<file path="config.mk">
export PLATFORM = sky130hd
export DESIGN_NAME = link_rx_top
export DESIGN_NICKNAME = d
export VERILOG_FILES = /design/src/common/link_pkg.sv /design/src/rtl/credit_out.sv /design/src/rtl/deser/serial_to_parallel.sv /design/src/rtl/fifo/lane_fifo.sv /design/src/rtl/link_rx_top.sv
export SDC_FILE = /design/constraint.sdc
export NUM_CORES = 1
export LEC_CHECK = 0
export BUFFER_PORTS_ARGS = -buffer_cell sky130_fd_sc_hd__buf_4
export CORE_MARGIN = 2
export CORE_UTILIZATION = 44
export DETAILED_ROUTE_END_ITERATION = 16
export PLACE_DENSITY_LB_ADDON = 0.1
export SETUP_SLACK_MARGIN = 0.3
export SLEW_MARGIN = 15
export SYNTH_ARGS = -nofsm -noshare
export SYNTH_HDL_FRONTEND = slang
export SYNTH_SLANG_ARGS = --single-unit
</file>
<file path="constraint.sdc">
create_clock -name clk8f -period 6.67 [get_ports clk8f]
set_input_delay 1.334 -clock clk8f [delete_from_list [all_inputs] [get_ports clk8f]]
set_output_delay 1.334 -clock clk8f [all_outputs]
set_load 0.03 [all_outputs]
</file>
<file path="src/common/link_pkg.sv">
/*
  Shared link receiver definitions: the lane byte type, the comma
  constant, the alignment comma count and the alignment state enum.
*/
`default_nettype none

package link_pkg;

  // One byte of lane data.
  typedef logic [7:0] byte_t;

  // Alignment and idle byte.
  localparam byte_t COMMA = 8'hBC;

  // Consecutive aligned commas before a lane is declared active.
  localparam int ALIGN_COMMAS = 4;

  // Alignment FSM of the deserializer.
  typedef enum logic [1:0] {
    hunt   = 2'd0,  // Searching for a comma at any bit offset.
    count  = 2'd1,  // Boundary fixed, counting aligned commas.
    locked = 2'd2   // Lane active, data bytes are emitted.
  } align_state_t;

endpackage

`default_nettype wire

</file>
<file path="src/rtl/credit_out.sv">
/*
  Per-lane credit-based output stage: pops the lane FIFO while credits
  remain and presents each byte registered with a one-cycle valid.
*/
`timescale 1ns/1ps
`default_nettype none

module credit_out #(
  parameter int CREDITS = 2
) (
  input  wire                  clk8f,
  input  wire                  rst,
  input  wire link_pkg::byte_t head_data,
  input  wire                  empty,
  output logic                 pop,
  input  wire                  credit_return,
  output link_pkg::byte_t      out_data,
  output logic                 out_valid
);

  localparam int CRD_W = $clog2(CREDITS + 1);

  logic [CRD_W-1:0] credits;

  assign pop = !empty && (credits != '0);

  always_ff @(posedge clk8f) begin
    if (rst) begin
      credits   <= CRD_W'(CREDITS);
      out_valid <= 1'b0;
    end else begin
      out_valid <= pop;
      case ({pop, credit_return})
        2'b10: credits <= credits - CRD_W'(1);
        2'b01: begin
          // Saturate so a surplus return is ignored.
          if (credits != CRD_W'(CREDITS)) begin
            credits <= credits + CRD_W'(1);
          end
        end
        default: credits <= credits;  // Send and return cancel out.
      endcase
    end
  end

  always_ff @(posedge clk8f) begin
    if (pop) begin
      out_data <= head_data;
    end
  end

endmodule

`default_nettype wire

</file>
<file path="src/rtl/deser/serial_to_parallel.sv">
/*
  Per-lane deserializer: MSB-first bit shifter, comma hunt,
  alignment lock and emission of non-comma bytes.
*/
`timescale 1ns/1ps
`default_nettype none

module serial_to_parallel (
  input  wire                  clk8f,
  input  wire                  rst,
  input  wire                  ser_in,
  output link_pkg::byte_t      rx_byte,
  output logic                 rx_valid,
  output logic                 active
);

  localparam int CNT_W = $clog2(link_pkg::ALIGN_COMMAS + 1);

  link_pkg::align_state_t state;
  link_pkg::byte_t        shift;
  link_pkg::byte_t        next_shift;
  logic [2:0]             bit_cnt;
  logic [CNT_W-1:0]       comma_cnt;
  logic                   boundary;

  // The incoming bit is always the newest LSB of the shifted byte.
  assign next_shift = {shift[6:0], ser_in};
  assign boundary   = (bit_cnt == 3'd7);  // This bit completes a byte.
  assign active     = (state == link_pkg::locked);

  always_ff @(posedge clk8f) begin
    if (rst) begin
      state     <= link_pkg::hunt;
      shift     <= '0;
      bit_cnt   <= '0;
      comma_cnt <= '0;
      rx_valid  <= 1'b0;
    end else begin
      shift    <= next_shift;
      bit_cnt  <= bit_cnt + 3'd1;
      rx_valid <= 1'b0;
      case (state)
        link_pkg::hunt: begin
          // A comma at any offset fixes the byte boundary.
          if (next_shift == link_pkg::COMMA) begin
            state     <= link_pkg::count;
            bit_cnt   <= '0;
            comma_cnt <= CNT_W'(1);
          end
        end
        link_pkg::count: begin
          if (boundary) begin
            if (next_shift == link_pkg::COMMA) begin
              comma_cnt <= comma_cnt + CNT_W'(1);
              if (comma_cnt == CNT_W'(link_pkg::ALIGN_COMMAS - 1)) begin
                state <= link_pkg::locked;
              end
            end else begin
              state <= link_pkg::hunt;  // Boundary was false, search again.
            end
          end
        end
        link_pkg::locked: begin
          // Commas are idle fill and never leave the lane.
          if (boundary && (next_shift != link_pkg::COMMA)) begin
            rx_valid <= 1'b1;
          end
        end
        default: begin
          state <= link_pkg::hunt;
        end
      endcase
    end
  end

  always_ff @(posedge clk8f) begin
    if (boundary) begin
      rx_byte <= next_shift;  // Qualified by rx_valid.
    end
  end

endmodule

`default_nettype wire

</file>
<file path="src/rtl/fifo/lane_fifo.sv">
/*
  Per-lane show-ahead byte FIFO with almost-full and sticky overflow.
*/
`timescale 1ns/1ps
`default_nettype none

module lane_fifo #(
  parameter int FIFO_DEPTH = 4
) (
  input  wire                  clk8f,
  input  wire                  rst,
  input  wire link_pkg::byte_t wr_data,
  input  wire                  wr_en,
  output link_pkg::byte_t      rd_data,
  output logic                 empty,
  input  wire                  pop,
  output logic                 almost_full,
  output logic                 overflow
);

  localparam int PTR_W = (FIFO_DEPTH > 1) ? $clog2(FIFO_DEPTH) : 1;
  localparam int CNT_W = $clog2(FIFO_DEPTH + 1);

  link_pkg::byte_t  mem [FIFO_DEPTH];
  logic [PTR_W-1:0] wr_ptr;
  logic [PTR_W-1:0] rd_ptr;
  logic [CNT_W-1:0] fill;
  logic             full;
  logic             do_wr;
  logic             do_rd;

  assign full        = (fill == CNT_W'(FIFO_DEPTH));
  assign empty       = (fill == '0);
  assign almost_full = (fill >= CNT_W'(FIFO_DEPTH - 1));
  assign do_wr       = wr_en && !full;   // The serial side cannot stall.
  assign do_rd       = pop && !empty;
  assign rd_data     = mem[rd_ptr];      // Head byte shown without delay.

  always_ff @(posedge clk8f) begin
    if (rst) begin
      wr_ptr   <= '0;
      rd_ptr   <= '0;
      fill     <= '0;
      overflow <= 1'b0;
    end else begin
      if (do_wr) begin
        wr_ptr <= (wr_ptr == PTR_W'(FIFO_DEPTH - 1)) ? '0 : wr_ptr + PTR_W'(1);
      end
      if (do_rd) begin
        rd_ptr <= (rd_ptr == PTR_W'(FIFO_DEPTH - 1)) ? '0 : rd_ptr + PTR_W'(1);
      end
      if (do_wr && !do_rd) begin
        fill <= fill + CNT_W'(1);
      end else if (do_rd && !do_wr) begin
        fill <= fill - CNT_W'(1);
      end
      if (wr_en && full) begin
        overflow <= 1'b1;  // Held until reset.
      end
    end
  end

  always_ff @(posedge clk8f) begin
    if (do_wr) begin
      mem[wr_ptr] <= wr_data;
    end
  end

endmodule

`default_nettype wire

</file>
<file path="src/rtl/link_rx_top.sv">
/*
  Two-lane serial link receiver top level: one deserializer, lane FIFO
  and credit output stage per lane.
*/
`timescale 1ns/1ps
`default_nettype none

module link_rx_top #(
  parameter int LANES      = 2,
  parameter int FIFO_DEPTH = 4,
  parameter int CREDITS    = 2
) (
  input  wire                                clk8f,
  input  wire                                rst,
  input  wire  [LANES-1:0]                   ser_in,
  input  wire  [LANES-1:0]                   credit_return,
  output link_pkg::byte_t [LANES-1:0]        out_data,
  output logic [LANES-1:0]                   out_valid,
  output logic [LANES-1:0]                   lane_active,
  output logic [LANES-1:0]                   almost_full,
  output logic [LANES-1:0]                   overflow
);

  genvar i;

  generate
    for (i = 0; i < LANES; i++) begin : g_lane
      link_pkg::byte_t rx_byte;
      link_pkg::byte_t head_data;
      logic            rx_valid;
      logic            empty;
      logic            pop;

      serial_to_parallel u_deser (
        .clk8f    (clk8f),
        .rst      (rst),
        .ser_in   (ser_in[i]),
        .rx_byte  (rx_byte),
        .rx_valid (rx_valid),
        .active   (lane_active[i])
      );

      lane_fifo #(
        .FIFO_DEPTH (FIFO_DEPTH)
      ) u_fifo (
        .clk8f       (clk8f),
        .rst         (rst),
        .wr_data     (rx_byte),
        .wr_en       (rx_valid),
        .rd_data     (head_data),
        .empty       (empty),
        .pop         (pop),
        .almost_full (almost_full[i]),
        .overflow    (overflow[i])
      );

      credit_out #(
        .CREDITS (CREDITS)
      ) u_out (
        .clk8f         (clk8f),
        .rst           (rst),
        .head_data     (head_data),
        .empty         (empty),
        .pop           (pop),
        .credit_return (credit_return[i]),
        .out_data      (out_data[i]),
        .out_valid     (out_valid[i])
      );
    end
  endgenerate

endmodule

`default_nettype wire

</file>
=== Word-level counts from Yosys, hierarchy flattened ===
Memories as Yosys holds them, arrays and structs flattened. A register that Yosys moved wholly into a read port is not among the register bits.
Index checks and enable logic that the tools add are counted.

* Bits of input ports: 6
* Output and inout port bits: 24
* Flip-flop bits (word level): 70
* Memories kept: 2
* Memory bits (writable): 64

{| class="wikitable"
|+ Memories
! name !! depth !! bits a word !! read ports !! clocked after memory_dff !! write ports !! RTL line !! text
|-
| g_lane[0].u_fifo.mem || 4 || 8 || 1 || 1 || 1 || lane_fifo.sv:24 || <nowiki>link_pkg::byte_t mem [FIFO_DEPTH];</nowiki>
|-
| g_lane[1].u_fifo.mem || 4 || 8 || 1 || 1 || 1 || lane_fifo.sv:24 ||
|}

* Add/sub/neg operators: 16
* Bitwise logic cells: 2
* Eq/ne operators: 34
* Reduce and logical (&&, ||, !) cells: 42
* Order comparisons: 2
* Multiplexer cells: 40

{| class="wikitable"
|+ Operators with widths
! kind !! number
|-
| $mux 3 || 14
|-
| $mux 2 || 14
|-
| $add 3x1->3 const B || 6
|-
| $eq 2x2->1 const B || 8
|-
| $eq 8x8->1 const B || 2
|-
| $ne 2x1->1 const B || 8
|-
| $ne 8x8->1 const B || 2
|-
| $reduce_and 4->1 || 4
|-
| $reduce_bool 2->1 || 8
|-
| $logic_and 1x1->1 || 14
|-
| $add 2x1->2 const B || 6
|-
| $eq 3x3->1 const B || 4
|-
| $pmux 2 s3 || 2
|-
| $pmux 3 s2 || 2
|-
| $eq 2x1->1 const B || 4
|-
| $logic_not 1->1 || 8
|-
| $pmux 2 s2 || 2
|-
| $eq 3x2->1 const B || 2
|-
| $ge 3x2->1 const B || 2
|-
| $logic_not 3->1 || 2
|-
| $mux 1 || 6
|-
| $ne 3x3->1 const B || 2
|-
| $sub 3x1->3 const B || 2
|-
| $logic_not 2->1 || 2
|-
| other kinds (5) || 10
|}

=== Logic depth before layout (Yosys ltp) ===
* Depth in word-level cells: 7
* Gate-level depth with buffers: 8
* Gate-level depth less buffers: 8

=== Hierarchy ===
Synthesis repeated with hierarchy kept, for this count alone.

* Cell total of the unflattened synthesis: 372
* Area total of the unflattened synthesis: 5945.7 um^2

{| class="wikitable"
|+ By module, submodules not included
! module !! cells an instance !! seq. area each (um^2) !! instances !! area an instance (um^2)
|-
| lane_fifo || 93 || 1161.1 || 2 || 1674.1
|-
| serial_to_parallel || 70 || 560.5 || 2 || 918.4
|-
| credit_out || 23 || 300.3 || 2 || 380.4
|}

=== Worst setup path before layout ===
No wires, ideal clock.

* Kind: reg2reg
* From: register g_lane[0].u_fifo.fill[0]
* To: register g_lane[0].u_fifo.fill[2]
* Period minus slack after synthesis: 2.242 ns
* Slack: 4.428 ns
* Arrival: 2.171 ns
* Required time: 6.599 ns
* Stages on the path, launching flop included: 9
* Library setup time: 0.071 ns
* Path through: dfxtp_1 > nor3_4 > o21bai_4 > ha_1 > inv_1 > fa_1 > xor2_1 > or3_2 > a21oi_1

* Cells in the longest elaborated chain, start to end: 7
* Elaborated cells between the ends (all ways): 16

{| class="wikitable"
|+ Ends and longest elaborated chain
! item !! RTL line !! text
|-
| start: declaration || lane_fifo.sv:27 || <nowiki>logic [CNT_W-1:0] fill;</nowiki>
|-
| start signal: assignment || lane_fifo.sv:53 || <nowiki>fill <= fill + CNT_W'(1);</nowiki>
|-
| start signal: assignment || lane_fifo.sv:55 || <nowiki>fill <= fill - CNT_W'(1);</nowiki>
|-
| parallel branches: the longest is 7 deep, another holds $sub 3x1->3 || - ||
|}

Parallel ways; which one is timed is not known. The select of a mux whose other input is x is not followed.
A chain may end at the register's enable or synchronous reset.

=== Worst setup path in the final report ===
* From: register g_lane[0].u_deser.state[1]
* To: output port lane_active[0]

* Cells in the longest elaborated chain, start to end: 1

{| class="wikitable"
|+ Ends and longest elaborated chain
! item !! RTL line !! text
|-
| start: declaration || serial_to_parallel.sv:19 || <nowiki>link_pkg::align_state_t state;</nowiki>
|-
| start signal: assignment || serial_to_parallel.sv:33 || <nowiki>state <= link_pkg::hunt;</nowiki>
|-
| start signal: assignment || serial_to_parallel.sv:46 || <nowiki>state <= link_pkg::count;</nowiki>
|-
| start signal: assignment || serial_to_parallel.sv:56 || <nowiki>state <= link_pkg::locked;</nowiki>
|-
| $eq 2x2->1 || serial_to_parallel.sv:29 || <nowiki>assign active = (state == link_pkg::locked);</nowiki>
|-
| end: declaration || link_rx_top.sv:19 || <nowiki>output logic [LANES-1:0] lane_active,</nowiki>
|}

No other way between the ends.

==> metrics.cfg <==
[sta]
period_minus_slack_ns=2.65
final-hold-violation-count=0
maxSlewHeadroom_pct=56.7
unrepaired_setup_endpoints_after_global_routing=false
number_of_endpoints_failing_setup_at_the_final_stage=0
setup-tns-final_ns=0
final_clock_period_utilization_by_the_worst_path_pct=39.7
tightestPinTransition_ns=0.648
final.setup_skew_ns=0.00750
max_clock_freq_mhz=377
slew_violations=0

[yosys]
synth_fa_ha_area_share_pct=5.00
number_of_enable_flip_flop_cells_after_synthesis=96
synth_top_family_by_area=simple AND/OR/NAND/NOR gates
synth_top_cells_by_count=sky130_fd_sc_hd__edfxtp_1 (96), sky130_fd_sc_hd__dfxtp_1 (54), sky130_fd_sc_hd__nor2_1 (31), sky130_fd_sc_hd__ha_1 (20), sky130_fd_sc_hd__nor2b_1 (19)
ys_ff_latch=150
synth.cell_area_sq_mm=0.00580
synth.yosys.seq_area_share_pct=68.3
synth.avg_cell_area_sq_um=15.8
synthDistinctLibCells=45
synth.area.top_cells=sky130_fd_sc_hd__edfxtp_1 (50%), sky130_fd_sc_hd__dfxtp_1 (19%), sky130_fd_sc_hd__mux4_2 (6.2%), sky130_fd_sc_hd__ha_1 (4.3%), sky130_fd_sc_hd__nor2b_1 (2.0%)
post-synth-top-area-fraction_pct=49.7
yosys.cell_count.top_type=sky130_fd_sc_hd__edfxtp_1
synth_top_area_cell=sky130_fd_sc_hd__edfxtp_1
synth_instances=368
synth_compound_gate_area_share_pct=4.47
post_synth_simple_gate_area_pct=11.1
synth-warning-count=0
ys.flop_type=sky130_fd_sc_hd__edfxtp_1
synth_nets=396
synth-xor-area-share_pct=0.906
ys_async_sr_fraction_pct=0
synth.area.mux_share_pct=7.59

[die]
io-pin-count=30
std_cell_rows=41
die_area_sq_mm=0.0141
floorplan.initialDensity_pct=45.6
die_y_um=119
floorplan.core_area_sq_mm=0.0127
die_w_um=119

[clocking]
cts.clk_slew.worst_paths_ns=0.06
cts-root-to-sink-buffers=2
h-tree-depth=4
clock-root-buffer=sky130_fd_sc_hd__clkbuf_16
hold_buffers=0
post_cts_resized=0
cts_setup_buffers=0
clock_network_latency_to_the_later_pin_of_the_worst_skew_pair_ns=0.42
clock_sink_count=150
cts-buffers-inserted=17
tritoncts=yes

[power_and_ir_drop]
irDropWorstVdd_mv=0.180
post-layout-total-power_w=0.00269
power_density_mw_per_mm2=399
total_leakage_power_nw=2.46

[routing]
drt-wirelength-per-cell_um=15.0
wirelength_um=8760
vias_per_cell=4.95
dr.first_iter.drc_count=143
drt.antenna.violating_nets=0
via_count=2888
firstDrtPassIters=6
drc=0

[grt]
grt_max_degree=52
global_route_wire_length_before_repair_um=15000
grt_remaining_overflow=0
global_router_s_overall_resource_usage_pct=14.0
vias_in_the_first_global_route=2944
grt_antenna_before_repair=0

[placement]
numPortBuffers=29
dp_hpwl_um=5510
gp_congestion=0.691

[run]
max_cap_viol_count=0

[worst_setup_path]
worst_path_largest_cell_delay_ns=0.41
worst-path-buf-inv=1
worst_path_max_delay_cell=sky130_fd_sc_hd__dfxtp_1
critical_path_required_ns=5.34
rrSetupSlack_ns=4.20
cp-end-kind=output port
start_point_of_the_critical_path=g_lane[0].u_deser.state[1]
delay_heaviest_family_cp=flip-flops
critical_path_class=register to output port
timing.critical_path.arrival_ns=1.32
crit_path_cell_trace=nor2b_1 > buf_4
worst_r2r_startpoint=g_lane[1].u_fifo.fill[0]
timing.critical_path.from_type=register
timing.critical_path.fanout_max=5

[hold_path]
min-delay-path-class=register to register
hold_start=g_lane[1].u_deser.bit_cnt[0]

[final_layout]
antennaDiodeCount=0
drive_above_1_share_pct=21.9
final_nets=426
layout_overhead_on_the_synthesized_area_pct=16.0

[outcome]
outcome=finished clean

## layout make-up
class                           instances  area, sq um
Tap cell                              172          215
Clock buffer                           19          433
Inverter                               14         52.6
Fill cell                            1084         5990
Multi-Input combinational cell        186         1680
Sequential cell                       150         3960
Clock inverter                         13          161
Timing Repair Buffer                   29          218
## layer usage
| layer | global-route usage, % | vias to the layer above | routed length, um |
|---|---|---|---|
| li1 | - | 1416 | - |
| met1 | 18.9 | 1408 | 4300 |
| met2 | 20.3 | 54 | 3950 |
| met3 | 5.41 | 10 | 369 |
| met4 | 6.03 | 0 | 136 |
| met5 | 0 | - | 0 |
## stage by stage
step	area, sq um	hold WS (ns)	cells	util (%)	worst slack (ns)
after CTS	6730	0.435	583	52.9	3.95
after global routing	6730	0.442	583	52.9	3.92
final	6730	0.436	583	52.9	4.02
after detailed placement	6130	0.427	551	48.2	4.21
after global placement	6130	0.413	551	48.2	4.26
after floorplan	5800	0.399	368	-	4.43
## flip-flops by register name, indices dropped and copies added, names as in the netlist, 6 cells and up
name	flops
g_lane.u_fifo.mem	64
g_lane.u_deser.shift	14
g_lane.u_out.out_data	16
g_lane.u_deser.comma_cnt	6
g_lane.u_fifo.fill	6
g_lane.u_deser.bit_cnt	6
g_lane.u_deser.rx_byte	16
## where the power goes
part	switching [W]	internal, W	leakage (nW)
sequential	0.0000995	0.00110	1.34
clock	0.000343	0.000616	0.288
combinational	0.000291	0.000236	0.825
## logic make-up (layout without fill, tap and decap cells)
group	after synthesis	after routing
AO/OA/AOI/OAI	34	34
XOR/XNOR	6	6
adder cells (fa/ha/maj)	22	22
flip-flops	150	150
multiplexers	24	24
AND/OR/NAND/NOR	100	100
buffers and inverters	32	75
## cell usage in the layout, fill, tap and decap left out, types with 3 or more instances in the layout
cell type,count
sky130_fd_sc_hd__nor2b_1,19
sky130_fd_sc_hd__nand2_1,9
sky130_fd_sc_hd__nor2_1,31
sky130_fd_sc_hd__nor3_1,3
sky130_fd_sc_hd__o31ai_1,3
sky130_fd_sc_hd__dfxtp_1,54
sky130_fd_sc_hd__xor2_1,4
sky130_fd_sc_hd__inv_1,14
sky130_fd_sc_hd__clkinv_1,5
sky130_fd_sc_hd__mux4_2,16
sky130_fd_sc_hd__nand2b_1,4
sky130_fd_sc_hd__clkinv_2,3
sky130_fd_sc_hd__edfxtp_1,96
sky130_fd_sc_hd__nor3b_1,3
sky130_fd_sc_hd__clkbuf_16,17
sky130_fd_sc_hd__mux2i_1,8
sky130_fd_sc_hd__bufinv_16,4
sky130_fd_sc_hd__nor3_4,3
sky130_fd_sc_hd__buf_4,29
sky130_fd_sc_hd__a211oi_1,5
sky130_fd_sc_hd__ha_1,20
sky130_fd_sc_hd__and2_1,8
sky130_fd_sc_hd__a31oi_1,4
sky130_fd_sc_hd__a21oi_1,9
## final timing paths
path	to	cells past startpoint
max	lane_active[0]	2
min	g_lane[1].u_deser.bit_cnt[0]	1
max reg2reg	g_lane[1].u_fifo.fill[2]	8
min reg2reg	g_lane[1].u_deser.bit_cnt[0]	1
(Power assumes the default switching activity.)
